**src/source/bulk_move_config.svh**
```systemverilog
// width, size and latency macros for the data mover.

`ifndef BULK_MOVE_CONFIG_SVH
`define BULK_MOVE_CONFIG_SVH

// ----------------------------------------
// word and address geometry
// ----------------------------------------

// data word width in bits.
`define BM_DATA_WIDTH 32
// buffer address width, 64 words per RAM.
`define BM_ADDR_WIDTH 6
// words moved per transfer.
`define BM_WORD_COUNT 64

// ----------------------------------------
// FIFO and RAM timing
// ----------------------------------------

// FIFO entries, power of two.
`define BM_FIFO_DEPTH 16
// free slots left when almost_full rises.
`define BM_AF_MARGIN 4
// cycles from read address to read data.
`define BM_RAM_LATENCY 2

`endif

```
**src/source/bulk_move_pkg.sv**
```systemverilog
// shared types for the data mover, words, addresses, counters, FIFO levels and FSM states.

`include "bulk_move_config.svh"

package bulk_move_pkg;

    // one data word.
    typedef logic [`BM_DATA_WIDTH-1:0] data_t;

    // buffer RAM address.
    typedef logic [`BM_ADDR_WIDTH-1:0] addr_t;

    // word counter, one bit wider than an address.
    // holds the full word count without wrapping.
    typedef logic [`BM_ADDR_WIDTH:0] count_t;

    // FIFO fill level, 0 up to the full depth.
    typedef logic [$clog2(`BM_FIFO_DEPTH):0] level_t;

    // states of the read sequencer and the result writer.
    typedef enum logic {
        IDLE = 1'b0,
        RUN  = 1'b1
    } mover_state_t;

endpackage

```
**src/source/fifo_to_ram.sv**
```systemverilog
// result writer that fills the output RAM and reports busy and done.

`timescale 1ns/10ps

`include "bulk_move_config.svh"

module fifo_to_ram (
    input  logic                 clk,
    input  logic                 rst,
    input  logic                 start,
    input  logic                 res_valid,
    input  bulk_move_pkg::data_t res_data,
    output logic                 ram_we,
    output bulk_move_pkg::addr_t ram_waddr,
    output bulk_move_pkg::data_t ram_wdata,
    output logic                 busy,
    output logic                 done
);

    bulk_move_pkg::mover_state_t state;
    // results written in this block.
    bulk_move_pkg::count_t       wr_cnt;

    logic final_write;

    // write straight through in the cycle of res_valid.
    assign ram_we      = res_valid && (state == bulk_move_pkg::RUN);
    assign ram_waddr   = wr_cnt[`BM_ADDR_WIDTH-1:0];
    assign ram_wdata   = res_data;
    assign final_write = ram_we && (wr_cnt == `BM_WORD_COUNT - 1);

    assign busy = (state == bulk_move_pkg::RUN);

    // busy drops on the same edge that raises done.
    always_ff @(posedge clk or posedge rst) begin
        if (rst) begin
            state  <= bulk_move_pkg::IDLE;
            wr_cnt <= '0;
            done   <= 1'b0;
        end else begin
            done <= final_write;
            if (state == bulk_move_pkg::IDLE) begin
                if (start) begin
                    state  <= bulk_move_pkg::RUN;
                    wr_cnt <= '0;
                end
            end else begin
                if (ram_we) begin
                    wr_cnt <= wr_cnt + 1'b1;
                end
                if (final_write) begin
                    state <= bulk_move_pkg::IDLE;
                end
            end
        end
    end

endmodule

```
**config.mk**
```make
export PLATFORM = sky130hd
export DESIGN_NAME = fifo_to_ram
export DESIGN_NICKNAME = d
export VERILOG_FILES = /design/src/source/bulk_move_pkg.sv /design/src/source/fifo_to_ram.sv
export VERILOG_INCLUDE_DIRS = /design/src /design/src/source
export SDC_FILE = /design/constraint.sdc
export NUM_CORES = 1
export LEC_CHECK = 0
export ABC_AREA = 1
export ABC_CLOCK_PERIOD_IN_PS = 1200
export BUFFER_PORTS_ARGS = -buffer_cell sky130_fd_sc_hd__buf_4
export CAP_MARGIN = 20
export CELL_PAD_IN_SITES_DETAIL_PLACEMENT = 1
export CELL_PAD_IN_SITES_GLOBAL_PLACEMENT = 1
export CORE_MARGIN = 2
export CORE_UTILIZATION = 22
export CTS_BUF_LIST = sky130_fd_sc_hd__clkbuf_16
export DETAILED_ROUTE_END_ITERATION = 10
export PLACE_DENSITY_LB_ADDON = 0.1
export SETUP_SLACK_MARGIN = 0.3
export SKIP_LAST_GASP = 1
export SLEW_MARGIN = 10
export SYNTH_ARGS = -nofsm -noshare
export SYNTH_HDL_FRONTEND = slang
export SYNTH_SLANG_ARGS = --single-unit
```
**constraint.sdc**
```tcl
create_clock -name clk -period 1.2 [get_ports clk]
set_input_delay 0 -clock clk [delete_from_list [all_inputs] [get_ports clk]]
set_output_delay 0 -clock clk [all_outputs]
set_load 0.01 [all_outputs]
```
==> impl_metrics.env <==
export IMPL_status="finished clean"
export IMPL_p_leak_nw=0.449
export IMPL_finalSetupViolCount=0
export IMPL_cp_start_kind="register"
export IMPL_n_antenna_cell=0
export IMPL_worstRegToRegCells=6
export IMPL_ys_seq_elements=9
export IMPL_min_from="res_data[2]"
export IMPL_path_max_fanout=3
export IMPL_grt_antenna_before_repair=0
export IMPL_dp_hpwl_mm=1.09
export IMPL_rsz0062_at_grt="yes"
export IMPL_routed_via_count=465
export IMPL_yosysMostFrequentCell="buf_4"
export IMPL_start_util_pct=22.9
export IMPL_clkSlewWorstSetupHoldPaths_ns=0.04
export IMPL_hold_path_class="input pin to primary output"
export IMPL_synth_area_per_cell_um2=8.06
export IMPL_syn_to_final_growth_pct=2.12
export IMPL_worstSetupEndpointType="register"
export IMPL_totalPowerFinal_mw=1.49
export IMPL_numCtsBuffers=3
export IMPL_clock_fmax_mhz=943
export IMPL_clockRootBuffer="clkbuf_16"
export IMPL_synthFlopType="dfrtp_1"
export IMPL_relSlewSlack_pct=74.6
export IMPL_regArea_um2=228
export IMPL_yosys_top_cells_count="buf_4, nand2_1, dfrtp_1, inv_1, nand3_1"
export IMPL_hold_depth=0
export IMPL_grt_pass1_vias=492
export IMPL_clk_path_buf_depth=2
export IMPL_clock_latency_ns=0.24
export IMPL_portBuffers=12
export IMPL_fin_crit_ns=1.06
export IMPL_cts_sinks=9
export IMPL_fp_dieArea_um2=3970
export IMPL_multiInputGateArea_um2=244
export IMPL_cp_arrival_ns=1.18
export IMPL_htreeDepth=1
export IMPL_whs_ns=0.00000344
export IMPL_yosysUniqueCellTypes=15
export IMPL_worstSetupPathType="register to register"
export IMPL_crit_buf_inv=0
export IMPL_rr_startpoint="wr_cnt[1]"
export IMPL_syn_area_um2=766
export IMPL_nFillCells=393
export IMPL_synth_cells=95
export IMPL_synth_largest_area_cell="buf_4"
export IMPL_final_nets=117
export IMPL_cp_slowest_stage_delay_ns=0.34
export IMPL_drive_above_1_share_pct=44.3
export IMPL_yosysWarnings=0
export IMPL_firstDrtPassIters=2
export IMPL_setup_tns_ns=0
export IMPL_grtUsageTotal_pct=8.26
export IMPL_drtIter0Drc=7
export IMPL_setup_ws_ns=0.140
export IMPL_reg2reg_to="busy"
export IMPL_min_period_over_period_pct=88.4
export IMPL_grt_max_degree=10
export IMPL_synthTopCellsByArea="buf_4, dfrtp_1, nand2_1"
export IMPL_grt_pass1_wl_mm=2.40
export IMPL_grt_ovfl_total=0
export IMPL_totalWireLength_mm=1.41
export IMPL_rows=21
export IMPL_critPathMostFrequentCell="nand2_1"
export IMPL_maxCapViolations=0
export IMPL_r2r_slack_ns=0.14
export IMPL_fin_skew_ns=0.00189
export IMPL_gp_congestion=0.674
export IMPL_tritoncts="yes"
export IMPL_routedWlPerCell_um=11.3
export IMPL_io_pin_count=77
export IMPL_via_per_inst=3.72
export IMPL_hold_path_end="ram_wdata[2]"
export IMPL_drtAntennaViolNets=0
export IMPL_slowest_stage="dfrtp_1"
export IMPL_synth_edf_count=0
export IMPL_preCtsSetupSlack_ns=0.131
export IMPL_finalMaxSlewViolations=0
export IMPL_finalHoldViolCount=0
export IMPL_tightest_slew_ns=0.380
export IMPL_worstPathRequired_ns=1.32
export IMPL_crit_chain="ha_2, nand2_4, nor2_4, nand3b_4, nand2_1, nand2_1"
export IMPL_yosysSeqAreaShare_pct=29.4
export IMPL_coreArea_um2=3340
export IMPL_synth_top_cell_area_share_pct=37.3
export IMPL_power_density_nw_per_um2=1900
export IMPL_crit_family="simple AND/OR/NAND/NOR gates"
export IMPL_synth_nets=132
export IMPL_synth_async_sr_flop_share_pct=100
export IMPL_drc_errors=0
export IMPL_die_w_um=63.0
export IMPL_ir_drop_v=0.000516
export IMPL_die_h_um=63.0
## worst max path at each step
| stage | startpoint | endpoint | slack, ns | cells past startpoint |
|---|---|---|---|---|
| finish | wr_cnt[1] | busy | 0.14 | 6 |
| global route | wr_cnt[1] | wr_cnt[4] | 0.06 | 6 |
| CTS | wr_cnt[1] | busy | 0.14 | 6 |
| detailed placement | wr_cnt[1] | busy | 0.13 | 6 |
| global placement | wr_cnt[1] | busy | 0.15 | 6 |
| floorplan | wr_cnt[0] | busy | 0.15 | 6 |
## report_power, final
part           internal, mW  switching [mW]  total (mW)
logic                 0.226           0.233       0.458
registers             0.376          0.0674       0.444
clock network         0.436           0.150       0.585
## routing by layer
layer	up-vias	wire length [µm]	global-route usage, %
met5	-	0	0
met1	216	578	8.98
li1	219	-	-
met2	20	641	11.6
met3	10	147	3.96
met4	0	46	7.78
## kinds of logic after synthesis
family / Yosys count / synth area share [%]
adder cells (fa/ha/maj): 1 / 1.63
AND/OR/NAND/NOR: 35 / 25.0
buffers and inverters: 47 / 42.0
AO/OA/AOI/OAI: 3 / 1.96
flip-flops: 9 / 29.4
## area by class of cell
class,count,area share [%]
timing repair buffer,18,17.6
clock buffer,3,9.60
clock inverter,1,0.480
inverter,9,4.64
sequential,9,29.1
multi-input combinational,39,31.2
tap,46,7.36
## registers in the layout, indices dropped and copies added (netlist names)
name    count
busy        1
done        1
wr_cnt      7
## stage by stage
step	area [µm²]	util, %	instances
finish	782	23.4	125
global placement	652	19.5	117
floorplan	774	-	95
detailed placement	652	19.5	117
CTS	756	22.6	122
global route	782	23.4	125
## timing repair
item / 4_1_cts / 5_1_grt
endpoints found under the hold margin: 9 / 0
setup endpoints to repair: 9 / 12
pin swaps: 2 / 2
buffers inserted: 0 / 3
resized for setup: 3 / 2
hold buffers: 1 / 0
## cells in the final DEF (no fill, tap or decap)
cell type	synthesis	layout
nand2_4	2	3
o21ai_0	1	1
nand4_1	1	1
buf_4	38	17
nor2_1	5	5
ha_2	0	1
dlygate4sd3_1	0	1
nand3b_4	0	1
o21ai_1	2	1
inv_4	1	1
inv_2	0	1
nand2_2	2	1
nand3_2	0	1
clkbuf_16	0	3
nor2_4	3	3
dfrtp_2	0	2
o21ai_2	0	1
inv_1	8	8
nand3_1	6	5
nand2_1	15	15
dfrtp_1	9	7
No activity file was read; power rests on OpenSTA's default activity.
