File: config.mk
export PLATFORM = sky130hd
export DESIGN_NAME = dual_port_ram
export DESIGN_NICKNAME = d
export VERILOG_FILES = /design/src/source/bulk_move_pkg.sv /design/src/source/dual_port_ram.sv
export VERILOG_INCLUDE_DIRS = /design/src /design/src/source
export SDC_FILE = /design/constraint.sdc
export NUM_CORES = 2
export LEC_CHECK = 0
export BUFFER_PORTS_ARGS = -buffer_cell sky130_fd_sc_hd__buf_4
export CELL_PAD_IN_SITES_DETAIL_PLACEMENT = 0
export CELL_PAD_IN_SITES_GLOBAL_PLACEMENT = 1
export CORE_UTILIZATION = 40
export DETAILED_ROUTE_END_ITERATION = 8
export PLACE_DENSITY_LB_ADDON = 0.1
export RECOVER_POWER = 50
export SYNTH_ARGS = -nofsm -noshare
export SYNTH_HDL_FRONTEND = slang
export SYNTH_SLANG_ARGS = --single-unit
File: constraint.sdc
create_clock -name clk -period 1.6 [get_ports clk]
set_input_delay 0.08 -clock clk [delete_from_list [all_inputs] [get_ports clk]]
set_output_delay 0.08 -clock clk [all_outputs]
set_load 0.005 [all_outputs]
File: src/source/bulk_move_config.svh
// width, size and latency macros for the data mover.

`ifndef BULK_MOVE_CONFIG_SVH
`define BULK_MOVE_CONFIG_SVH

// ----------------------------------------
// word and address geometry
// ----------------------------------------

// data word width in bits.
`define BM_DATA_WIDTH 32
// buffer address width, 64 words per RAM.
`define BM_ADDR_WIDTH 6
// words moved per transfer.
`define BM_WORD_COUNT 64

// ----------------------------------------
// FIFO and RAM timing
// ----------------------------------------

// FIFO entries, power of two.
`define BM_FIFO_DEPTH 16
// free slots left when almost_full rises.
`define BM_AF_MARGIN 4
// cycles from read address to read data.
`define BM_RAM_LATENCY 2

`endif

File: src/source/bulk_move_pkg.sv
// shared types for the data mover, words, addresses, counters, FIFO levels and FSM states.

`include "bulk_move_config.svh"

package bulk_move_pkg;

    // one data word.
    typedef logic [`BM_DATA_WIDTH-1:0] data_t;

    // buffer RAM address.
    typedef logic [`BM_ADDR_WIDTH-1:0] addr_t;

    // word counter, one bit wider than an address.
    // holds the full word count without wrapping.
    typedef logic [`BM_ADDR_WIDTH:0] count_t;

    // FIFO fill level, 0 up to the full depth.
    typedef logic [$clog2(`BM_FIFO_DEPTH):0] level_t;

    // states of the read sequencer and the result writer.
    typedef enum logic {
        IDLE = 1'b0,
        RUN  = 1'b1
    } mover_state_t;

endpackage

File: src/source/dual_port_ram.sv
// buffer RAM with one write port and a two-cycle registered read port.

`timescale 1ns/10ps

`include "bulk_move_config.svh"

module dual_port_ram (
    input  logic                 clk,
    input  logic                 rst,
    input  logic                 we,
    input  bulk_move_pkg::addr_t waddr,
    input  bulk_move_pkg::data_t wdata,
    input  bulk_move_pkg::addr_t raddr,
    output bulk_move_pkg::data_t rdata
);

    // one entry per address.
    localparam int DEPTH = 1 << `BM_ADDR_WIDTH;

    bulk_move_pkg::data_t mem [0:DEPTH-1];
    // first read stage, array output.
    bulk_move_pkg::data_t rd_stage;

    // write port.
    always_ff @(posedge clk) begin
        if (we) begin
            mem[waddr] <= wdata;
        end
        rd_stage <= mem[raddr];
    end

    // second read stage.
    // data shows up two cycles after raddr.
    always_ff @(posedge clk or posedge rst) begin
        if (rst) begin
            rdata <= '0;
        end else begin
            rdata <= rd_stage;
        end
    end

endmodule

==> impl_metrics.sql <==
INSERT INTO impl_metrics (metric_group, metric, value, unit) VALUES
('pwr', 'peakVddDrop', '0.9879', 'mV'),
('floorplanning', 'floorplan.die.width', '448.1', 'microns'),
('synthesis', 'synth.top_cell.area_share', '77.26', '%'),
('floorplanning', 'initial_utilization', '40.32', '%'),
('finish', 'p_r_area_growth_vs_syn', '22.91', '%'),
('clock_network', 'cts_tree', 'done', ''),
('drt', 'finalWirelength', '228900', 'microns'),
('finish', 'finish.instance_area', '97840', 'sq um'),
('clock_network', 'cts_buffers', '216', ''),
('global_route', 'grt_pass1_vias', '41830', ''),
('clock_network', 'cts_buffer_depth', '3', ''),
('run_status', 'run_status', 'complete, but fails checks', ''),
('placement', 'gp_routability_congestion', '0.8067', ''),
('drt', 'routed_wire_length_per_instance', '32.41', 'microns'),
('sta', 'hold_violations', '0', ''),
('pwr', 'leakagePower', '31.56', 'nW'),
('synthesis', 'netlist_instances', '3544', ''),
('sta', 'period_share', '119.5', '%'),
('floorplanning', 'vertical_die_dimension', '448.1', 'microns'),
('critical_path', 'cp.arrival', '2660', 'ps'),
('pwr', 'totalPowerFinal', '118.4', 'mW'),
('run_status', 'violations_in_the_final_reports', 'capacitance limit, slew limit, setup timing', ''),
('clock_network', 'cts.htree.levels', '4', ''),
('critical_path', 'critical_path_end_type', 'register', ''),
('synthesis', 'ys.flop_type', 'sky130_fd_sc_hd__edfxtp_1', ''),
('sta', 'slew_viol_final', '205', ''),
('sta', 'final.hold.worst_slack', '71.10', 'ps'),
('critical_path', 'worstPathCellList', 'mux4_2 > a22oi_2 > nand4_1 > o211a_1', ''),
('synthesis', 'synthDominantAreaCellType', 'sky130_fd_sc_hd__edfxtp_1', ''),
('run', 'cap_viol_max_count', '3', ''),
('drt', 'vias', '40070', ''),
('finish', 'final_net_count', '4285', ''),
('floorplanning', 'num_rows', '163', ''),
('critical_path', 'criticalPathCategory', 'reg2reg', ''),
('critical_path', 'buf_inv_on_cp', '0', ''),
('critical_path', 'slowest_cell_on_the_critical_path', 'sky130_fd_sc_hd__mux4_2', ''),
('synthesis', 'postSynthNetCount', '3591', ''),
('drt', 'drt_first_pass_iters', '5', ''),
('synthesis', 'ys_seq_area_share', '79.07', '%'),
('drt', 'drc_errors', '0', ''),
('sta', 'unrepaired_setup_endpoints_after_global_routing', 'true', ''),
('sta', 'worst-slew-pin-transition', '1549', 'ps'),
('critical_path', 'worst-path-max-fanout', '2', ''),
('drt', 'postRouteAntennaNets', '0', ''),
('critical_path', 'critPathTopFamily', 'compound AO/OA/AOI/OAI gates', ''),
('drt', 'via_per_inst', '5.673', ''),
('sta', 'setup_ws_final', '-311.4', 'ps'),
('synthesis', 'synth.lib_cells_used.distinct', '40', ''),
('clock_network', 'clk_pin_slew', '60', 'ps'),
('floorplanning', 'placeableCoreArea', '197400', 'sq um'),
('sta', 'finalCriticalPeriod', '1911', 'ps'),
('floorplanning', 'fp.dieArea', '200800', 'sq um'),
('synthesis', 'top_cells_by_area_in_the_synthesized_netlist', 'sky130_fd_sc_hd__edfxtp_1 77%, sky130_fd_sc_hd__mux4_2 13%, sky130_fd_sc_hd__mux2i_1 1.6%, sky130_fd_sc_hd__dfrtp_1 1.0%, sky130_fd_sc_hd__dfxtp_1 0.80%', ''),
('synthesis', 'post_synth.cell_area_avg', '22.46', 'sq um'),
('drt', 'drt_iter0_markers', '3863', ''),
('clock_network', 'clock_sink_count', '2112', ''),
('sta', 'slew_headroom', '-3.246', '%'),
('synthesis', 'synth_edf_count', '2048', ''),
('finish', 'utilization', '49.56', '%'),
('global_route', 'gr-usage-all-layers', '22.99', '%'),
('sta', 'skew', '20.69', 'ps'),
('pwr', 'power_per_cell_area', '1210', 'nW/um^2'),
('critical_path', 'cpPeakStageDelay', '480', 'ps'),
('global_route', 'antenna_found_initial', '9', ''),
('synthesis', 'synth-async-reset-ratio', '1.515', '%'),
('clock_network', 'worstSkewPairLatency', '860', 'ps'),
('synthesis', 'synth_common_cells', '2048 x sky130_fd_sc_hd__edfxtp_1, 450 x sky130_fd_sc_hd__mux4_2, 131 x sky130_fd_sc_hd__mux2i_1, 99 x sky130_fd_sc_hd__clkbuf_1, 89 x sky130_fd_sc_hd__nor2_1', ''),
('placement', 'placement.io_buffers', '78', ''),
('critical_path', 'critical_path_required', '2350', 'ps'),
('placement', 'detailedPlacementHpwl', '143300', 'microns'),
('sta', 'setup_viol_count_final', '104', '');
[cell type report]
| type | count | area (sq um) |
|---|---|---|
| fill | 15970 | 99580 |
| inverter | 1 | 3.754 |
| tap | 2640 | 3303 |
| clock inverter | 107 | 1036 |
| multi-input combinational | 1230 | 17020 |
| sequential | 2112 | 62940 |
| timing repair buffer | 677 | 7540 |
| antenna | 3 | 7.507 |
| clock buffer | 293 | 5988 |
[layer usage]
| layer | share of wire (%) | routed length [microns] | vias to the layer above | track usage [%] |
|---|---|---|---|---|
| met5 | 0.0074 | 17 | - | 0 |
| met2 | 50 | 113500 | 1342 | 38.10 |
| met4 | 2.1 | 4843 | 2 | 5.553 |
| li1 | - | - | 16510 | - |
| met3 | 5.6 | 12800 | 243 | 3.172 |
| met1 | 43 | 97730 | 21970 | 32.21 |
[path summary, 6_finish.rpt]
path	from	end	slack, ps	depth (start not counted)
worst min register to register	rd_stage[30]	rdata[30]	330	0
min in group asynchronous	rst	rdata[27]	530	4
max in group asynchronous	rst	rdata[3]	440	5
worst max register to register	mem[48][19]	rd_stage[19]	-310	4
worst max-delay path	mem[48][19]	rd_stage[19]	-310	4
worst min-delay path	waddr[5]	mem[8][13]	70	6
[through the flow]
stage | setup slack, ps | std cells | setup TNS, ps
after floorplan | -320.2 | 3544 | -427480
after global placement | -1037 | 6613 | -54240
after detailed placement | -1061 | 6613 | -63180
after CTS | -348.8 | 7058 | -4231
after global routing | -300.5 | 7060 | -22270
final | -311.4 | 7063 | -8535
[cells by family after synthesis]
family                 count (synthesis)  synth area share [%]
muxes                                629                 15.06
AOI/OAI and AO/OA                    257                 2.450
buffers and inverters                202                 1.311
and+or+nand+nor                      344                 2.114
DFF                                 2112                 79.07
[layout by cell type, fill, tap and decap left out, drive strengths merged, types with 7 or more instances in the layout]
master / synthesis / layout
edfxtp: 2048 / 2048
buf: 102 / 573
mux4: 450 / 450
clkbuf: 99 / 344
mux2i: 131 / 131
nor2: 89 / 89
clkinv: 0 / 77
nand2: 71 / 71
o22ai: 70 / 70
nand3: 63 / 63
dlygate4sd3: 0 / 53
a22oi: 52 / 52
o221ai: 50 / 50
nand4: 48 / 48
mux2: 48 / 48
dfxtp: 32 / 32
dfrtp: 32 / 32
a221o: 24 / 24
nor2b: 24 / 24
bufinv: 0 / 15
a211oi: 14 / 14
and3: 12 / 12
a31oi: 12 / 12
nand2b: 11 / 11
nor3: 10 / 10
inv: 1 / 10
o211a: 8 / 8
a21oi: 8 / 8
nand4b: 7 / 7
[worst register-to-register path, stage by stage (launching register included)]
cell,delay (ps)
sky130_fd_sc_hd__edfxtp_1,370
sky130_fd_sc_hd__mux4_2,480
sky130_fd_sc_hd__a22oi_2,190
sky130_fd_sc_hd__nand4_1,460
sky130_fd_sc_hd__o211a_1,320
[power by group]
group	leakage [nW]	internal (mW)	total (mW)	switching (mW)
Clock	3.44	28.6	49.8	21.1
Sequential	19.1	61.3	61.6	0.255
Combinational	9.05	3.02	7.06	4.04
[flip-flops by register name, summed over array words and instances, names as in the netlist]
register  cells
rd_stage     32
rdata        32
mem        2048
[repair_timing]
action / CTS / global route
setup buffers: 0 / 3
hold endpoints to repair: 2144 / 3
hold buffers: 52 / 2
pin swaps: 81 / 23
setup endpoints to repair: 34 / 121
cloned: 0 / 2
gates resized for setup: 133 / 44
No activity file was read; power rests on OpenSTA's default activity.
