`src/source/bulk_move_config.svh`:
```
// width, size and latency macros for the data mover.

`ifndef BULK_MOVE_CONFIG_SVH
`define BULK_MOVE_CONFIG_SVH

// ----------------------------------------
// word and address geometry
// ----------------------------------------

// data word width in bits.
`define BM_DATA_WIDTH 32
// buffer address width, 64 words per RAM.
`define BM_ADDR_WIDTH 6
// words moved per transfer.
`define BM_WORD_COUNT 64

// ----------------------------------------
// FIFO and RAM timing
// ----------------------------------------

// FIFO entries, power of two.
`define BM_FIFO_DEPTH 16
// free slots left when almost_full rises.
`define BM_AF_MARGIN 4
// cycles from read address to read data.
`define BM_RAM_LATENCY 2

`endif

```
`src/source/bulk_move_pkg.sv`:
```
// shared types for the data mover, words, addresses, counters, FIFO levels and FSM states.

`include "bulk_move_config.svh"

package bulk_move_pkg;

    // one data word.
    typedef logic [`BM_DATA_WIDTH-1:0] data_t;

    // buffer RAM address.
    typedef logic [`BM_ADDR_WIDTH-1:0] addr_t;

    // word counter, one bit wider than an address.
    // holds the full word count without wrapping.
    typedef logic [`BM_ADDR_WIDTH:0] count_t;

    // FIFO fill level, 0 up to the full depth.
    typedef logic [$clog2(`BM_FIFO_DEPTH):0] level_t;

    // states of the read sequencer and the result writer.
    typedef enum logic {
        IDLE = 1'b0,
        RUN  = 1'b1
    } mover_state_t;

endpackage

```
`src/source/sync_fifo.sv`:
```
// single-clock first-word fall-through FIFO with a registered almost_full flag.

`timescale 1ns/10ps

`include "bulk_move_config.svh"

module sync_fifo (
    input  logic                 clk,
    input  logic                 rst,
    input  logic                 push,
    input  bulk_move_pkg::data_t wdata,
    input  logic                 pop,
    output bulk_move_pkg::data_t rdata,
    output logic                 empty,
    output logic                 almost_full
);

    localparam int PTR_W = $clog2(`BM_FIFO_DEPTH);

    bulk_move_pkg::data_t   mem [0:`BM_FIFO_DEPTH-1];
    logic [PTR_W-1:0]       wr_ptr;
    logic [PTR_W-1:0]       rd_ptr;
    bulk_move_pkg::level_t  level;
    bulk_move_pkg::level_t  level_next;

    logic full;
    logic do_push;
    logic do_pop;

    assign empty = (level == '0);
    assign full  = (level == `BM_FIFO_DEPTH);

    // drop requests that would over- or underflow.
    assign do_push = push && !full;
    assign do_pop  = pop && !empty;

    // head word shown before the pop.
    assign rdata = mem[rd_ptr];

    // ----------------------------------------
    // storage and pointers
    // ----------------------------------------

    always_ff @(posedge clk) begin
        if (do_push) begin
            mem[wr_ptr] <= wdata;
        end
    end

    // pointers wrap at the power-of-two depth.
    always_ff @(posedge clk or posedge rst) begin
        if (rst) begin
            wr_ptr <= '0;
            rd_ptr <= '0;
        end else begin
            if (do_push) begin
                wr_ptr <= wr_ptr + 1'b1;
            end
            if (do_pop) begin
                rd_ptr <= rd_ptr + 1'b1;
            end
        end
    end

    // ----------------------------------------
    // fill level
    // ----------------------------------------

    // push and pop together leave the level alone.
    always_comb begin
        level_next = level;
        case ({do_push, do_pop})
            2'b10:   level_next = level + 1'b1;
            2'b01:   level_next = level - 1'b1;
            default: level_next = level;
        endcase
    end

    // flag rises with AF_MARGIN slots still free.
    always_ff @(posedge clk or posedge rst) begin
        if (rst) begin
            level       <= '0;
            almost_full <= 1'b0;
        end else begin
            level       <= level_next;
            almost_full <= (level_next >= `BM_FIFO_DEPTH - `BM_AF_MARGIN);
        end
    end

endmodule

```
`config.mk`:
```
export PLATFORM = sky130hd
export DESIGN_NAME = sync_fifo
export DESIGN_NICKNAME = d
export VERILOG_FILES = /design/src/source/bulk_move_pkg.sv /design/src/source/sync_fifo.sv
export VERILOG_INCLUDE_DIRS = /design/src /design/src/source
export SDC_FILE = /design/constraint.sdc
export NUM_CORES = 1
export LEC_CHECK = 0
export BUFFER_PORTS_ARGS = -buffer_cell sky130_fd_sc_hd__buf_4
export CORE_ASPECT_RATIO = 2
export CORE_MARGIN = 3
export CORE_UTILIZATION = 30
export CTS_BUF_LIST = sky130_fd_sc_hd__clkbuf_8
export DETAILED_ROUTE_END_ITERATION = 10
export HOLD_SLACK_MARGIN = 0.03
export SKIP_CTS_REPAIR_TIMING = 1
export SLEW_MARGIN = 10
export SYNTH_ARGS = -nofsm -noshare
export SYNTH_HDL_FRONTEND = slang
export SYNTH_SLANG_ARGS = --single-unit
```
`constraint.sdc`:
```
create_clock -name clk -period 8.9 [get_ports clk]
set_input_delay 0.445 -clock clk [delete_from_list [all_inputs] [get_ports clk]]
set_output_delay 0.445 -clock clk [all_outputs]
set_load 0.005 [all_outputs]
```
==> results by group <==
Critical path
  – FF-to-FF Start: level[0]$_DFF_PP0_
  – Crit path DAT: around 3.7 ns
  – Worst-path fanout max: 68
  – Critical path type: flop to output pin
  – Reg2Reg Setup Slack: 5.76 ns
  – Crit path launch type: flop
  – CP endpoint kind: output pin
  – WP data required: around 8.5 ns
  – Worst r2r dst: almost_full$_DFF_PP0_
  – Reg2reg path depth: 10

Placed design
  – Placer congestion estimate: between 0.6 and 0.7
  – Detailed Place HPWL: about 24000 µm
  – PortBufs: a little under 70

Clock tree
  – Number of buffers created by CTS: 73
  – Clock Sinks: between 500 and 600
  – Worst-path clk slew: ~0.070 ns
  – Root Driver: clkbuf_8
  – Clock buffer depth: 3
  – H-tree depth: 3
  – Clock latency on the worst-skew pair: approximately 0.63 ns
  – CTS tree: yes

Route
  – Number of routed nets with antenna violations: 0
  – DRT Wirelength: ~45000 µm
  – Vias per cell: between 4 and 5
  – Routed wire per std cell: 23.4 µm
  – Total number of vias: 9307
  – DR DRC count: 0
  – Initial DRC count: between 600 and 700
  – DRT Pass-1 Iters: 5

Hold path
  – WHS Path Cells: 1
  – Min-delay worst type: input port to flop
  – Hold endpoint: mem[5][18]$_DFFE_PP_
  – Hold Startpoint: wdata[18]

Timing
  – Max-slew violation count: 0
  – Final Hold Fails: 0
  – Hold slack final: 0.0969 ns
  – Least-Margin Pin Slew: about 1.2 ns
  – Final Setup Violations: 0
  – Worst slew margin: 0.216
  – RSZ-0062 raised after global routing: false
  – Clock Skews: between 0.02 and 0.03 ns
  – Fmax: about 0.24 GHz
  – Setup TNS: 0 ns
  – Tcrit/Tclk final: 0.470
  – Period minus WS final: about 4.2 ns

Cells and area
  – Register Area: about 0.016 mm²
  – Final nets: 1050
  – Share of layout cells above drive strength 1: 0.325
  – Area grow syn2layout: 15.2%
  – Fill cells: 6204
  – Multi-input gate area: between 0.004 and 0.005 mm²

Pwr
  – PD cells: between 300 and 400 mW/mm²
  – Peak supply drop: about 0.23 mV
  – Leak pwr: approximately 7.3 nW

Die
  – Die height: 371 µm
  – Row cnt: roughly 130
  – Core area: ~0.066 mm²
  – Starting density of the core: 0.304
  – Io pins: 70
  – Die Wd: 189 µm
  – Die ar.: 0.0701 mm²

Global routing
  – GRT Total Usage: 0.131
  – First-pass GRT wire length: ~67000 µm
  – Grt total ovfl: 0
  – Initial antenna violation count: 6
  – Number of global-route vias before repair: between 10000 and 15000
  – Largest net degree at the start of global routing: 110

Yosys
  – Seq/Total Area, Yosys: 0.785
  – Yosys reg bits: 526
  – Syn nets: 932
  – Synth cell types: 38
  – Cells after Synth: roughly 890
  – Ys Warns: 0
  – Syn avg cell area: about 23 µm²
  – Syn Std Cell Area: 0.0200 mm²

Flow run
  – Max_cap viols: 0

Status
  – Outcome: complete, no violations
[critical path, stage by stage, from the launching register on]
cell	delay (ns)
dfrtp_4	1.06
buf_4	0.90
mux4_2	0.41
a22oi_1	0.22
nand2_1	0.18
buf_4	0.18
[Yosys cell counts (all sizes together)]
| cell type | n | area, µm² |
|---|---|---|
| a21o | 1 | 7.51 |
| a21oi | 1 | 5.00 |
| a22oi | 64 | 480 |
| and2 | 1 | 6.26 |
| buf | 27 | 169 |
| clkbuf | 21 | 78.8 |
| dfrtp | 14 | 350 |
| edfxtp | 512 | 15400 |
| fa | 1 | 20.0 |
| ha | 9 | 113 |
| inv | 8 | 30.0 |
| mux2 | 1 | 11.3 |
| mux2i | 2 | 20.0 |
| mux4 | 128 | 2880 |
| nand2 | 43 | 164 |
| nand2b | 3 | 18.8 |
| nand3 | 2 | 10.0 |
| nand4 | 2 | 12.5 |
| nor2 | 14 | 52.6 |
| nor2b | 4 | 25.0 |
| nor3 | 6 | 30.0 |
| nor3b | 1 | 7.51 |
| o2111ai | 1 | 8.76 |
| o21a | 2 | 15.0 |
| o21ai | 3 | 15.0 |
| o22ai | 1 | 6.26 |
| o311a | 1 | 10.0 |
| or2 | 1 | 6.26 |
| or3 | 1 | 6.26 |
| or3b | 1 | 8.76 |
| or4 | 2 | 18.8 |
| xnor2 | 6 | 52.6 |
| xor2 | 2 | 17.5 |
[routing by layer]
layer  vias up  track usage  share of wire
met4         6       0.0450          0.023
met3        74       0.0306          0.053
met2       244        0.239           0.55
met5         -            0        0.00097
met1      5009        0.149           0.38
li1       3974            -              -
[registers in the layout, summed over array words and instances (netlist names)]
name / flops
mem: 512
level: 5
rd_ptr: 4
wr_ptr: 4
almost_full: 1
[per-stage QoR]
step                      total power, mW  cells  worst slack [ns]  area (µm²)  utilization
after detailed placement             5.36   1805              5.32       21700        0.329
after CTS                            7.10   1932              4.61       23100        0.350
after global placement               5.34   1805              5.25       21700        0.329
final                                6.97   1936              4.72       23100        0.350
after global routing                 7.35   1935              4.57       23100        0.350
after floorplan                      4.50    886              5.34       20000            -
[layout by cell type (no fill, tap or decap), drive strengths merged, types with 2 or more instances in the layout]
cell and instances:
diode 3, inv 26, nand2b 3, clkinvlp 4, o21a 2, nand2 43, a22oi 64, clkinv 25
xor2 2, or4 2, ha 9, clkbuf 79, nand4 2, nor3 6, edfxtp 512, mux2i 2
nand3 2, xnor2 6, nor2 14, buf 90, o21ai 3, mux4 128, nor2b 4, dfrtp 14
[power by group]
part | switching (mW) | total [mW] | internal, mW
registers | 0.182 | 3.18 | 2.99
logic | 1.09 | 2.06 | 0.972
clock network | 0.880 | 1.74 | 0.855
total | 2.15 | 6.97 | 4.82
[worst max path at each step]
stage | end | cells past startpoint | slack (ns) | from
floorplan | mem[1][0]$_DFFE_PP_ | 5 | 5.34 | level[0]$_DFF_PP0_
global placement | rdata[5] | 5 | 5.25 | rd_ptr[1]$_DFFE_PP0P_
detailed placement | rdata[5] | 5 | 5.32 | rd_ptr[1]$_DFFE_PP0P_
CTS | rdata[5] | 5 | 4.61 | rd_ptr[1]$_DFFE_PP0P_
global route | rdata[27] | 5 | 4.57 | rd_ptr[1]$_DFFE_PP0P_
finish | rdata[30] | 5 | 4.72 | rd_ptr[1]$_DFFE_PP0P_
[layout make-up]
cell class / count / area share
flip-flops and latches: 526 / 0.682
clock inverters: 48 / 0.0113
inverters: 8 / 0.00130
clock buffers: 79 / 0.0471
repair buffers: 91 / 0.0303
well taps: 877 / 0.0475
diodes: 3 / 0.000325
multi-input cells: 304 / 0.180
[kinds of logic after synthesis]
kind of cell             after synthesis  share of synthesized area
XOR/XNOR                               8                    0.00350
flip-flops                           526                      0.785
buffers and inverters                 56                     0.0139
adder cells (fa/ha/maj)               10                    0.00662
multiplexers                         131                      0.145
AO/OA/AOI/OAI                         74                     0.0274
AND/OR/NAND/NOR                       81                     0.0183
(Power assumes the default switching activity.)
