### src/source/bulk_move_config.svh
// width, size and latency macros for the data mover.

`ifndef BULK_MOVE_CONFIG_SVH
`define BULK_MOVE_CONFIG_SVH

// ----------------------------------------
// word and address geometry
// ----------------------------------------

// data word width in bits.
`define BM_DATA_WIDTH 32
// buffer address width, 64 words per RAM.
`define BM_ADDR_WIDTH 6
// words moved per transfer.
`define BM_WORD_COUNT 64

// ----------------------------------------
// FIFO and RAM timing
// ----------------------------------------

// FIFO entries, power of two.
`define BM_FIFO_DEPTH 16
// free slots left when almost_full rises.
`define BM_AF_MARGIN 4
// cycles from read address to read data.
`define BM_RAM_LATENCY 2

`endif

### src/source/bulk_move_pkg.sv
// shared types for the data mover, words, addresses, counters, FIFO levels and FSM states.

`include "bulk_move_config.svh"

package bulk_move_pkg;

    // one data word.
    typedef logic [`BM_DATA_WIDTH-1:0] data_t;

    // buffer RAM address.
    typedef logic [`BM_ADDR_WIDTH-1:0] addr_t;

    // word counter, one bit wider than an address.
    // holds the full word count without wrapping.
    typedef logic [`BM_ADDR_WIDTH:0] count_t;

    // FIFO fill level, 0 up to the full depth.
    typedef logic [$clog2(`BM_FIFO_DEPTH):0] level_t;

    // states of the read sequencer and the result writer.
    typedef enum logic {
        IDLE = 1'b0,
        RUN  = 1'b1
    } mover_state_t;

endpackage

### src/source/axpy_stage.sv
// two-stage a*x+b kernel fed from the FIFO head.

`timescale 1ns/10ps

module axpy_stage (
    input  logic                 clk,
    input  logic                 rst,
    input  logic                 empty,
    input  bulk_move_pkg::data_t rdata,
    output logic                 pop,
    input  logic                 hold,
    input  bulk_move_pkg::data_t coef_a,
    input  bulk_move_pkg::data_t coef_b,
    output logic                 res_valid,
    output bulk_move_pkg::data_t res_data
);

    // stage valid flags.
    logic                 mul_valid;
    logic                 add_valid;
    // stage payloads.
    bulk_move_pkg::data_t product;
    bulk_move_pkg::data_t sum;

    // take the head word whenever the consumer is not stalling.
    assign pop = !empty && !hold;

    // ----------------------------------------
    // pipeline control
    // ----------------------------------------

    always_ff @(posedge clk or posedge rst) begin
        if (rst) begin
            mul_valid <= 1'b0;
            add_valid <= 1'b0;
        end else begin
            mul_valid <= pop;
            add_valid <= mul_valid;
        end
    end

    // ----------------------------------------
    // datapath
    // ----------------------------------------

    // low word of the product only, then add b mod 2^32.
    always_ff @(posedge clk) begin
        product <= rdata * coef_a;
        sum     <= product + coef_b;
    end

    // result two cycles after its pop.
    assign res_valid = add_valid;
    assign res_data  = sum;

endmodule

### config.mk
export PLATFORM = sky130hd
export DESIGN_NAME = axpy_stage
export DESIGN_NICKNAME = d
export VERILOG_FILES = /design/src/source/bulk_move_pkg.sv /design/src/source/axpy_stage.sv
export VERILOG_INCLUDE_DIRS = /design/src /design/src/source
export SDC_FILE = /design/constraint.sdc
export NUM_CORES = 1
export LEC_CHECK = 0
export ABC_CLOCK_PERIOD_IN_PS = 4600
export BUFFER_PORTS_ARGS = -buffer_cell sky130_fd_sc_hd__buf_2
export CORE_ASPECT_RATIO = 0.5
export CORE_MARGIN = 5
export CORE_UTILIZATION = 60
export DETAILED_ROUTE_END_ITERATION = 8
export PLACE_DENSITY_LB_ADDON = 0.15
export SYNTH_ARGS = -nofsm -noshare
export SYNTH_HDL_FRONTEND = slang
export SYNTH_SLANG_ARGS = --single-unit
### constraint.sdc
create_clock -name clk -period 4.6 [get_ports clk]
set_input_delay 0.92 -clock clk [delete_from_list [all_inputs] [get_ports clk]]
set_output_delay 0.92 -clock clk [all_outputs]
set_load 0.01 [all_outputs]
==> insert_results.sql <==
INSERT INTO impl_metrics (metric_group, metric, value, unit) VALUES
('clock_network', 'cts_root_buf', 'sky130_fd_sc_hd__clkbuf_16', ''),
('timing', 'grt_setup_unrepaired', 'yes', ''),
('cells_and_area', 'final_core_utilization', '76.5', '%'),
('status', 'failed_checks', 'negative setup slack', ''),
('setup_path', 'worst_ep_required_time', '4.83', 'ns'),
('timing', 'report.final.hold_viol_count', '0', ''),
('timing', 'tightestPinTransition', '0.417', 'ns'),
('yosys', 'syn-cell-area', '18700', 'µm²'),
('cells_and_area', 'layoutNonFillerInstCount', '2813', ''),
('yosys', 'synth-seq-cells', '66', ''),
('clock_network', 'hold_buffers', '0', ''),
('timing', 'min_period', '6.94', 'ns'),
('die', 'floorplan.die.width', '259', 'µm'),
('clock_network', 'clk_latency', '0.32', 'ns'),
('die', 'die_area', '34900', 'µm²'),
('place', 'place.port_buffers', '133', ''),
('yosys', 'ys.warnings.count', '0', ''),
('setup_path', 'worstPathArrival', '7.17', 'ns'),
('clock_network', 'cts_max_path_buffers', '2', ''),
('worst_hold_path', 'hold_class', 'reg2reg', ''),
('cells_and_area', 'nFillCells', '2111', ''),
('clock_network', 'clock_sinks', '66', ''),
('setup_path', 'worst_reg2reg_startpoint', 'product[21]$_DFF_P_', ''),
('routing', 'num_vias', '15100', ''),
('setup_path', 'timing.critical_path.to_type', 'flop', ''),
('timing', 'finalSetupViolations', '25', ''),
('yosys', 'ys_dominant_reg_cell', 'sky130_fd_sc_hd__dfxtp_1', ''),
('cells_and_area', 'area_growth_syn_to_fin', '25.1', '%'),
('yosys', 'post-synth-top-count-cell', 'sky130_fd_sc_hd__inv_1', ''),
('global_routing', 'grt_pass1_vias', '16300', ''),
('routing', 'ant_nets', '0', ''),
('routing', 'drcViolationCount', '0', ''),
('clock_network', 'tritoncts', 'yes', ''),
('routing', 'drt_wl_total', '52700', 'µm'),
('timing', 'max_fclk', '144', 'MHz'),
('place', 'place.detailed.instances', '2769', ''),
('clock_network', 'clkSlewWorstSetupHoldPaths', '0.05', 'ns'),
('die', 'design.portCount', '134', ''),
('yosys', 'ys_top_cells_by_area', 'sky130_fd_sc_hd__fa_1, sky130_fd_sc_hd__ha_1, sky130_fd_sc_hd__and2_1', ''),
('setup_path', 'critPathKind', 'in2reg', ''),
('timing', 'timing_max_transition_violations_final', '0', ''),
('yosys', 'yosysTopAreaCellShare', '43.9', '%'),
('global_routing', 'grt_antenna_before_repair', '2', ''),
('global_routing', 'grt-ovfl-total', '0', ''),
('routing', 'drtPass1Iterations', '7', ''),
('yosys', 'synth_cell_type_count', '63', ''),
('clock_network', 'htree_num_levels', '3', ''),
('job', 'maxCapViolCount', '0', ''),
('die', 'placeableCoreArea', '30500', 'µm²'),
('yosys', 'async_reset_ff_share', '3.03', '%'),
('die', 'floorplan.die.height', '135', 'µm'),
('global_routing', 'grt.total_usage', '30.5', '%'),
('global_routing', 'grt_first_pass_wirelength', '84000', 'µm'),
('yosys', 'synth-edff-count', '0', ''),
('setup_path', 'crit_fanout', '6', ''),
('setup_path', 'startpoint', 'coef_a[4]', ''),
('place', 'dpl.hpwl', '42200', 'µm'),
('routing', 'post_drt_via_cell_ratio', '5.36', ''),
('cells_and_area', 'drive_gt1_share', '25.2', '%'),
('setup_path', 'kind_of_launch_point_of_the_worst_setup_path', 'primary input', ''),
('yosys', 'synth_fp_nets', '2724', ''),
('yosys', 'post_synth_most_frequent_cells', 'sky130_fd_sc_hd__inv_1, sky130_fd_sc_hd__fa_1, sky130_fd_sc_hd__nand2_1, sky130_fd_sc_hd__and2_1, sky130_fd_sc_hd__ha_1', ''),
('cells_and_area', 'finalNetCount', '3046', ''),
('routing', 'wl_per_cell', '18.7', 'µm'),
('yosys', 'synth_cells', '2061', ''),
('global_routing', 'largest_net_degree_at_the_start_of_global_routing', '19', ''),
('routing', 'detailedRoute.firstIterationViolations', '969', ''),
('timing', 'layout_worst_path_cycle_share', '151', '%'),
('timing', 'timing.clock.skew', '0.00630', 'ns'),
('yosys', 'share_of_the_yosys_chip_area_belonging_to_registers', '7.13', '%'),
('die', 'placement_rows', '45', ''),
('yosys', 'post-synth-top-area-cell', 'sky130_fd_sc_hd__fa_1', ''),
('cells_and_area', 'multi_input_area', '16400', 'µm²'),
('status', 'status', 'finished with violations', ''),
('place', 'place_congestion', '0.932', ''),
('timing', 'postLayoutSetupSlackWorst', '-2.34', 'ns'),
('worst_hold_path', 'min_from', 'mul_valid$_DFF_PP0_', ''),
('yosys', 'postSynthAreaPerCell', '9.05', 'µm²'),
('timing', 'slew_headroom', '71.9', '%'),
('die', 'initial_utilization', '61.2', '%'),
('clock_network', 'inserted_clock_buffers', '9', ''),
('cells_and_area', 'footprint_of_the_flip_flops_and_latches', '1330', 'µm²');
==> area by class of cell <==
cell class / count / area share (%)
Clock buffer: 12 / 1.06
Multi-Input combinational cell: 1490 / 70.2
Sequential cell: 66 / 5.70
Clock inverter: 3 / 0.0750
Antenna cell: 3 / 0.0321
Tap cell: 423 / 2.27
Timing Repair Buffer: 406 / 14.1
Inverter: 410 / 6.60
==> per-stage QoR <==
| step | instance area (µm²) | hold slack [ns] | setup slack (ns) | setup TNS [ns] |
|---|---|---|---|---|
| floorplan | 18900 | 0.331 | -2.38 | -39.74 |
| CTS | 22800 | 0.356 | -2.23 | -40.18 |
| global placement | 21700 | 0.341 | -2.55 | -50.28 |
| finish | 23400 | 0.354 | -2.34 | -43.29 |
| global route | 23400 | 0.365 | -2.48 | -47.19 |
| detailed placement | 21700 | 0.343 | -2.72 | -52.12 |
==> cells by family after synthesis <==
| kind of cell | count (synthesis) | share of synthesized area, % |
|---|---|---|
| AND/OR/NAND/NOR | 653 | 17.6 |
| flip-flops | 66 | 7.13 |
| multiplexers | 1 | 0.0536 |
| AO/OA/AOI/OAI | 164 | 5.75 |
| adder cells (fa/ha/maj) | 563 | 54.2 |
| buffers and inverters | 505 | 10.2 |
| XOR/XNOR | 109 | 5.12 |
==> repair_timing <==
| item | in CTS | in global routing |
|---|---|---|
| endpoints found under the setup margin | 25 | 25 |
| pin swaps | 89 | 86 |
| resized for setup | 159 | 107 |
| buffers inserted | 23 | 9 |
| cloned | 3 | 0 |
==> sequential cells by signal (all words and copies together) (netlist names) <==
signal     cells
res_data      32
res_valid      1
product       32
mul_valid      1
==> metal layers <==
metal,global-route usage [%],part of all wire (%),vias up
li1,-,-,6807
met1,39.1,40,7554
met2,53.2,49,543
met3,4.84,6.5,183
met4,11.3,5.3,0
met5,0,0,-
==> path summary, 6_finish.rpt <==
check / end / slack [ns] / cells after the start
max: product[23]$_DFF_P_ / -2.34 / 21
min: res_valid$_DFF_PP0_ / 0.35 / 0
max reg2reg: res_data[30]$_DFF_P_ / 1.95 / 9
min reg2reg: res_valid$_DFF_PP0_ / 0.35 / 0
max in group asynchronous: res_valid$_DFF_PP0_ / 4.07 / 2
min in group asynchronous: mul_valid$_DFF_PP0_ / 0.43 / 2
==> cells in the final DEF, fill, tap and decap left out, drive strengths merged, types with 3 or more instances in the layout <==
| cell type | n |
|---|---|
| inv | 410 |
| fa | 409 |
| buf | 402 |
| nand2 | 282 |
| and2 | 273 |
| ha | 154 |
| xnor2 | 85 |
| dfxtp | 64 |
| a21oi | 55 |
| o21ai | 35 |
| nor2 | 33 |
| xor2 | 24 |
| a21o | 15 |
| clkbuf | 14 |
| nor3 | 13 |
| nand3 | 13 |
| o21a | 10 |
| nand4 | 8 |
| nand2b | 8 |
| a31oi | 5 |
| o31ai | 5 |
| a211oi | 5 |
| a21boi | 5 |
| nand3b | 4 |
| nor2b | 4 |
| o211ai | 4 |
| diode | 3 |
| o31a | 3 |
| o21bai | 3 |
| and3 | 3 |
==> critical path, cell delays in order <==
cell	delay [ns]
sky130_fd_sc_hd__buf_12	0.11
sky130_fd_sc_hd__buf_8	0.12
sky130_fd_sc_hd__and2_4	0.13
sky130_fd_sc_hd__fa_1	0.53
sky130_fd_sc_hd__inv_1	0.05
sky130_fd_sc_hd__fa_1	0.49
sky130_fd_sc_hd__fa_1	0.46
sky130_fd_sc_hd__fa_1	0.57
sky130_fd_sc_hd__inv_2	0.04
sky130_fd_sc_hd__fa_1	0.61
sky130_fd_sc_hd__ha_4	0.22
sky130_fd_sc_hd__fa_1	0.44
sky130_fd_sc_hd__fa_1	0.53
sky130_fd_sc_hd__ha_4	0.23
sky130_fd_sc_hd__a21oi_4	0.14
sky130_fd_sc_hd__o21ai_4	0.09
sky130_fd_sc_hd__o311a_1	0.38
sky130_fd_sc_hd__o31a_1	0.33
sky130_fd_sc_hd__o31ai_4	0.19
sky130_fd_sc_hd__or4b_4	0.49
sky130_fd_sc_hd__o311ai_2	0.09
Power is not shown: default switching activity piles up to over one toggle a cycle in this logic, so the estimate is an artifact.
