File: src/source/bulk_move_config.svh
// width, size and latency macros for the data mover.

`ifndef BULK_MOVE_CONFIG_SVH
`define BULK_MOVE_CONFIG_SVH

// ----------------------------------------
// word and address geometry
// ----------------------------------------

// data word width in bits.
`define BM_DATA_WIDTH 32
// buffer address width, 64 words per RAM.
`define BM_ADDR_WIDTH 6
// words moved per transfer.
`define BM_WORD_COUNT 64

// ----------------------------------------
// FIFO and RAM timing
// ----------------------------------------

// FIFO entries, power of two.
`define BM_FIFO_DEPTH 16
// free slots left when almost_full rises.
`define BM_AF_MARGIN 4
// cycles from read address to read data.
`define BM_RAM_LATENCY 2

`endif

File: src/source/bulk_move_pkg.sv
// shared types for the data mover, words, addresses, counters, FIFO levels and FSM states.

`include "bulk_move_config.svh"

package bulk_move_pkg;

    // one data word.
    typedef logic [`BM_DATA_WIDTH-1:0] data_t;

    // buffer RAM address.
    typedef logic [`BM_ADDR_WIDTH-1:0] addr_t;

    // word counter, one bit wider than an address.
    // holds the full word count without wrapping.
    typedef logic [`BM_ADDR_WIDTH:0] count_t;

    // FIFO fill level, 0 up to the full depth.
    typedef logic [$clog2(`BM_FIFO_DEPTH):0] level_t;

    // states of the read sequencer and the result writer.
    typedef enum logic {
        IDLE = 1'b0,
        RUN  = 1'b1
    } mover_state_t;

endpackage

File: src/source/ram_to_fifo.sv
// read sequencer that streams a block of RAM words into the FIFO.

`timescale 1ns/10ps

`include "bulk_move_config.svh"

module ram_to_fifo (
    input  logic                 clk,
    input  logic                 rst,
    input  logic                 start,
    output logic                 last_read,
    output bulk_move_pkg::addr_t ram_addr,
    input  bulk_move_pkg::data_t ram_data,
    output logic                 fifo_push,
    output bulk_move_pkg::data_t fifo_wdata,
    input  logic                 almost_full
);

    bulk_move_pkg::mover_state_t state;
    // reads issued so far in this block.
    bulk_move_pkg::count_t       read_cnt;
    // one bit per read still inside the RAM pipeline.
    logic [`BM_RAM_LATENCY-1:0]  push_dly;

    logic issue;
    logic final_read;

    // ----------------------------------------
    // read issue
    // ----------------------------------------

    // a read goes out every running cycle the FIFO has room.
    assign issue = (state == bulk_move_pkg::RUN) && !almost_full;

    // the read that completes the block.
    assign final_read = issue && (read_cnt == `BM_WORD_COUNT - 1);

    // address follows the counter directly.
    assign ram_addr = read_cnt[`BM_ADDR_WIDTH-1:0];

    always_ff @(posedge clk or posedge rst) begin
        if (rst) begin
            state     <= bulk_move_pkg::IDLE;
            read_cnt  <= '0;
            last_read <= 1'b0;
        end else begin
            // pulses the cycle after the final read.
            last_read <= final_read;
            case (state)
                bulk_move_pkg::IDLE: begin
                    if (start) begin
                        state    <= bulk_move_pkg::RUN;
                        read_cnt <= '0;
                    end
                end
                bulk_move_pkg::RUN: begin
                    if (issue) begin
                        read_cnt <= read_cnt + 1'b1;
                    end
                    if (final_read) begin
                        state <= bulk_move_pkg::IDLE;
                    end
                end
                default: state <= bulk_move_pkg::IDLE;
            endcase
        end
    end

    // ----------------------------------------
    // push alignment
    // ----------------------------------------

    // shift the issue flag through the RAM latency.
    always_ff @(posedge clk or posedge rst) begin
        if (rst) begin
            push_dly <= '0;
        end else begin
            push_dly <= {push_dly[`BM_RAM_LATENCY-2:0], issue};
        end
    end

    // push lands with the data of its read.
    assign fifo_push  = push_dly[`BM_RAM_LATENCY-1];
    assign fifo_wdata = ram_data;

endmodule

File: config.mk
export PLATFORM = sky130hd
export DESIGN_NAME = ram_to_fifo
export DESIGN_NICKNAME = d
export VERILOG_FILES = /design/src/source/bulk_move_pkg.sv /design/src/source/ram_to_fifo.sv
export VERILOG_INCLUDE_DIRS = /design/src /design/src/source
export SDC_FILE = /design/constraint.sdc
export NUM_CORES = 1
export LEC_CHECK = 0
export ABC_CLOCK_PERIOD_IN_PS = 3000
export BUFFER_PORTS_ARGS = -buffer_cell sky130_fd_sc_hd__buf_2
export CAP_MARGIN = 20
export CORE_AREA = 10 10 57 59
export CTS_CLUSTER_SIZE = 8
export DETAILED_ROUTE_END_ITERATION = 8
export DIE_AREA = 0 0 67 69
export PLACE_DENSITY_LB_ADDON = 0.25
export SKIP_CTS_REPAIR_TIMING = 1
export SYNTH_ARGS = -nofsm -noshare
export SYNTH_HDL_FRONTEND = slang
export SYNTH_SLANG_ARGS = --single-unit
File: constraint.sdc
create_clock -name clk -period 3 [get_ports clk]
set_clock_uncertainty 0.2 [all_clocks]
set_input_delay 0.45 -clock clk [delete_from_list [all_inputs] [get_ports clk]]
set_output_delay 0.45 -clock clk [all_outputs]
set_load 0.03 [all_outputs]
==> results.toml, run 1 <==
[detailed_routing]
vias_per_cell = 4.907
ant_nets = 0
wl_per_cell_microns = 14.90
drt_wl_total_microns = 1281
first_pass_iters = 2
drc = 0
num_vias = 422
first_iter_violations = 9

[worst_setup_path]
cp_num_buf_inv = 0
max_stage_delay_ps = 450
crit_path_max_fanout = 6
crit_required_ps = 2950
r2r_start = "read_cnt[0]$_DFFE_PP0P_"
cp.arrival_ps = 1610
crit_family = "flip-flops"
cp_slowest_cell = "dfrtp_1"
endpoint_kind = "register"
critPathKind = "register to register"
critPathLaunchType = "register"
path_cells = "ha_1 > nand3_2 > and3_1 > a311o_1"
critPathLaunch = "read_cnt[0]$_DFFE_PP0P_"
r2r_setup_slack_ps = 1340

[timing]
final_max_slew_viol_count = 0
tightest_slew_ps = 407.9
min_period_ps = 1664
whs_ps = 153.2
max_freq_mhz = 601.1
setup_viol = 0
relSlewSlack_pct = 72.78
rsz0062_at_grt = "false"
finalCritPeriodShare_pct = 55.45
hold_viol_final = 0
timing.setup.tns_ps = 0

[global_route]
grt_overflow = 0
grt_pass1_wl_microns = 2152
grt_pass1_vias = 438
grt_max_degree = 12
antenna_found_initial = 0
grt_usage_pct = 5.781

[yosys]
synth_cell_type_count = 25
syn-num-nets = 117
synthCells = 80
synth_seq_cells = 11
netlist_area_sq_um = 799.5
yosysSeqAreaShare_pct = 34.43
synth_warnings = 0
avgSynthCellArea_sq_um = 9.994

[finish]
final_nets = 96
antenna-diode-count = 0
synthToLayoutAreaGrowth_pct = -19.87
drive_gt1_share_pct = 34.48
stdcell_count = 86
n_fill_cell = 235
final_cell_mix = "buf_2, dfrtp_1, nand3_1, nor2_1, clkbuf_4"

[die]
core_area_sq_um = 2148
die_area_sq_um = 4623
ios = 76
die_h_microns = 69
row_count = 17
start_util_pct = 37.22
die_x_microns = 67

[clock_tree]
cts_max_level = 1
insertion_delay_ps = 260
cts-root-buf = "clkbuf_4"
clkTransAtPathRegs_ps = 70
cts_buffers = 3
clock-sinks = 11
cts_tree = "built"
clock_path_buffers = 2

[min_path]
worstHoldStart = "push_dly[0]$_DFF_PP0_"
min_path_type = "register to register"

[placement]
place_inst = 81
gp_congestion = 0.7497
dp_hpwl_microns = 1017
io_buffers = 11

[pwr]
p_leak_nw = 0.2934
p_per_area_nw_per_um2 = 852.3
ir_drop_v = 0.0002262

[job]
maxCapViolCount = 0

[outcome]
status = "complete, no violations"
[report_power, final]
group          total, mW  internal, mW  leakage, nW  switching, mW
logic              0.199        0.0795        0.149          0.120
registers          0.249         0.189        0.129         0.0603
clock network     0.0977        0.0513       0.0150         0.0464
[synthesized netlist by cell type, drive strengths merged]
cell type / n / share of area (%)
dfrtp: 11 / 34
nor2b: 1 / 0.78
buf: 38 / 36
xnor2: 1 / 1.1
o21ai: 1 / 0.63
o31ai: 1 / 0.94
nor4b: 1 / 3.0
mux2i: 1 / 1.3
ha: 1 / 1.6
and3: 1 / 0.78
and2b: 1 / 0.94
o211ai: 1 / 0.94
nand3b: 1 / 0.94
nor2: 3 / 1.4
nand4: 1 / 0.78
nand3: 7 / 5.6
a22o: 3 / 3.4
inv: 2 / 1.3
or3: 1 / 0.78
nand2b: 2 / 2.5
a311o: 1 / 1.3
[worst reg2reg max path, delay by kind of cell (launching register included)]
kind | cells | cell delay (ps)
simple gates | 2 | 360
flops | 1 | 450
fa+ha+maj | 1 | 240
compound gates | 1 | 300
[layer usage]
layer	global-route usage (%)	vias to the layer above	share of wire [%]
li1	-	188	-
met1	5.627	202	38
met2	8.473	24	47
met3	3.382	8	13
met4	4.751	0	2.4
met5	0	-	0
[flip-flops by register name, summed over array words and instances (netlist names)]
signal     count
last_read      1
push_dly       2
state          1
read_cnt       7
[final timing paths]
check,endpoint,cells past startpoint
setup / recovery,read_cnt[6]$_DFFE_PP0P_,4
hold / removal,push_dly[1]$_DFF_PP0_,0
setup reg to reg,read_cnt[6]$_DFFE_PP0P_,4
hold reg to reg,push_dly[1]$_DFF_PP0_,0
max in group asynchronous,read_cnt[2]$_DFFE_PP0P_,3
min in group asynchronous,read_cnt[6]$_DFFE_PP0P_,3
[stage by stage]
stage | cell area, sq um | power [mW] | setup slack [ps] | utilization (%)
after global routing | 640.6 | 0.5880 | 1254 | 29.82
after CTS | 630.6 | 0.5560 | 1340 | 29.35
after global placement | 604.3 | 0.4530 | 1342 | 28.13
after detailed placement | 604.3 | 0.4527 | 1354 | 28.13
after floorplan | 799.5 | 0.5162 | 1476 | -
final | 640.6 | 0.5460 | 1336 | 29.82
[kinds of logic after synthesis]
kind of cell    count (synthesis)  share of synthesized area (%)
compound gates                  7                          7.199
xor+xnor                        1                          1.096
fa+ha+maj                       1                          1.565
buf+inv                        40                          36.93
flops                          11                          34.43
mux                             1                          1.252
simple gates                   19                          17.53
[final cells by class]
type                       count  area [sq um]  share of cell area, %
timing repair buffer          12         65.06                  10.16
clock buffer                   4         26.28                  4.102
multi-input combinational     29         229.0                  35.74
tap                           28         35.03                  5.469
inverter                       2         10.01                  1.563
sequential                    11         275.3                  42.97
No activity file was read; power rests on OpenSTA's default activity.
==> run 2, diff against run 1 <==
--- a/config.mk
+++ b/config.mk
@@ -6,13 +6,14 @@
 export SDC_FILE = /design/constraint.sdc
 export NUM_CORES = 1
 export LEC_CHECK = 0
-export ABC_CLOCK_PERIOD_IN_PS = 3000
+export ABC_AREA = 1
+export ABC_CLOCK_PERIOD_IN_PS = 1400
 export BUFFER_PORTS_ARGS = -buffer_cell sky130_fd_sc_hd__buf_2
 export CAP_MARGIN = 20
-export CORE_AREA = 10 10 57 59
+export CORE_AREA = 10 10 61 63
 export CTS_CLUSTER_SIZE = 8
 export DETAILED_ROUTE_END_ITERATION = 8
-export DIE_AREA = 0 0 67 69
+export DIE_AREA = 0 0 71 73
 export PLACE_DENSITY_LB_ADDON = 0.25
 export SKIP_CTS_REPAIR_TIMING = 1
 export SYNTH_ARGS = -nofsm -noshare
==> constraint.sdc (replaced) <==
create_clock -name clk -period 1.4 [get_ports clk]
set_clock_uncertainty 0.2 [all_clocks]
set_input_delay 0.21 -clock clk [delete_from_list [all_inputs] [get_ports clk]]
set_output_delay 0.21 -clock clk [all_outputs]
set_load 0.03 [all_outputs]
==> results.toml, run 2 <==
[timing]
min_period_ps = 1369
hold_viol_final = 1
timing.setup.tns_ps = 0
worst_slack_ps = 31.43
max_freq_mhz = 730.7
final_max_slew_viol_count = 0
whs_ps = -57.09
relSlewSlack_pct = 71.45
finalCritPeriodShare_pct = 97.76
setup_viol = 0
tightest_slew_ps = 427.9

[global_route]
grt_max_degree = 12
grt_pass1_wl_microns = 2139
antenna_found_initial = 0
grt_overflow = 0
grt_pass1_vias = 456
grt_usage_pct = 5.047

[yosys]
yosysSeqAreaShare_pct = 34.98
synth_cell_type_count = 15
netlist_area_sq_um = 787.0
synth.most_common_cell = "buf_4"
ys_dominant_reg_cell = "dfrtp_1"
avgSynthCellArea_sq_um = 7.870
synth_seq_cells = 11
synth.top_cell.area_share_pct = 36.25
netlist_top_cells_area = "buf_4, dfrtp_1, nand2_1"
ys_async_sr_fraction_pct = 100.0
syn-num-nets = 137
synthCells = 100
yosys-top-cells-count = "buf_4, nand2_1, dfrtp_1"
synth_edf_count = 0
synth_top_area_cell = "buf_4"
synth_warnings = 0

[finish]
n_fill_cell = 300
largest_register_ffs = 7
regArea_sq_um = 275.3
final_nets = 118
finish.utilization_pct = 25.31
stdcell_area_sq_um = 661.9
drive_gt1_share_pct = 30.00
synthToLayoutAreaGrowth_pct = -15.90
reg.largest.list = "read_cnt: 7 flops, push_dly: 2 flops"
layout_commonest_cell = "nand2_1"
top_register = "read_cnt"
multi_input_area_sq_um = 192.7
final_cell_mix = "nand2_1, dfrtp_1, inv_1, buf_2, nor2_1"
antenna-diode-count = 0

[worst_setup_path]
worstSetupEndpoint = "ram_addr[1]"
r2r_start = "read_cnt[0]$_DFFE_PP0P_"
crit_path_max_fanout = 3
regToRegEndpoint = "state$_DFF_PP0_"
endpoint_kind = "primary output"
r2r_setup_slack_ps = 90
cp.arrival_ps = 960
critPathLaunch = "read_cnt[1]$_DFFE_PP0P_"
critPathLaunchType = "register"
critPathKind = "register to primary output"
crit_required_ps = 990
ff2ff_path_depth = 6

[pwr]
p_leak_nw = 0.3771
p_per_area_nw_per_um2 = 1753
p_total_mw = 1.160
ir_drop_v = 0.0006299

[clock_tree]
clock_path_buffers = 2
cts-root-buf = "clkbuf_4"
cts_max_level = 1
clkTransAtPathRegs_ps = 80
cts_tree = "built"
cts_buffers = 3
clock-sinks = 11
insertion_delay_ps = 280

[die]
ios = 76
die_x_microns = 71
core_area_sq_um = 2615
die_h_microns = 73
die_area_sq_um = 5183
start_util_pct = 30.10
row_count = 19

[detailed_routing]
ant_nets = 0
wl_per_cell_microns = 12.20
num_vias = 460
drc = 0
first_pass_iters = 3
first_iter_violations = 20
vias_per_cell = 4.144
drt_wl_total_microns = 1354

[placement]
placed_area_sq_um = 610.6
preCtsSetupSlack_ps = 48.79
gp_congestion = 0.7418
io_buffers = 11
dp_hpwl_microns = 1063

[outcome]
status = "finished with violations"
violations = "hold timing"

[job]
maxCapViolCount = 0

[min_path]
min_path_type = "input port to register"
==> run 2: cell count changes after synthesis, sizes merged, moves of 2 or more <==
cell    change
nand2      +22
inv         +9
nor2        +7
nand3       -4
a22o        -3
nand2b      -2
==> run 2: cells by family (layout without fill, tap and decap cells) <==
logic type	after synthesis	in the layout	share of synthesized area (%)
buf+inv	49	29	41.49
fa+ha+maj	1	1	1.590
compound gates	3	3	2.066
flops	11	11	34.98
simple gates	36	36	19.87
==> run 2: per-layer routing <==
metal	GRT usage, %	vias up	wire [microns]
li1	-	224	-
met1	5.093	195	501
met2	6.825	25	584
met3	3.265	16	213
met4	4.946	0	55
met5	0	-	0
==> run 2: per-stage QoR <==
stage	hold slack, ps	instances
final	-57.09	111
after global routing	-54.50	111
after CTS	-271.7	110
after detailed placement	32.87	106
after global placement	24.38	106
after floorplan	-137.6	100
==> run 2: cell type report <==
cell class                 instances  area share, %
clock inverter                     1         0.7561
sequential                        11          41.59
timing repair buffer              14          13.04
tap                               31          5.860
clock buffer                       3          3.403
inverter                          11          6.238
multi-input combinational         40          29.11
==> run 2: worst min-delay path by stage <==
stage                            from                      end  cells after the start
after floorplan                   rst      last_read$_DFF_PP0_                      1
after global placement            rst    push_dly[1]$_DFF_PP0_                      2
after detailed placement          rst  read_cnt[2]$_DFFE_PP0P_                      2
after CTS                         rst    push_dly[1]$_DFF_PP0_                      2
after global routing      almost_full    push_dly[0]$_DFF_PP0_                      2
final                     almost_full    push_dly[0]$_DFF_PP0_                      2
==> run 2: worst max-delay path, cell delays in order (launching register included) <==
cell,delay (ps)
dfrtp_1,380
buf_4,140
buf_2,170
==> run 2: report_power, final <==
group	total [mW]	switching, mW	internal (mW)
Combinational	0.486	0.321	0.166
Sequential	0.450	0.0570	0.394
Clock	0.223	0.118	0.106
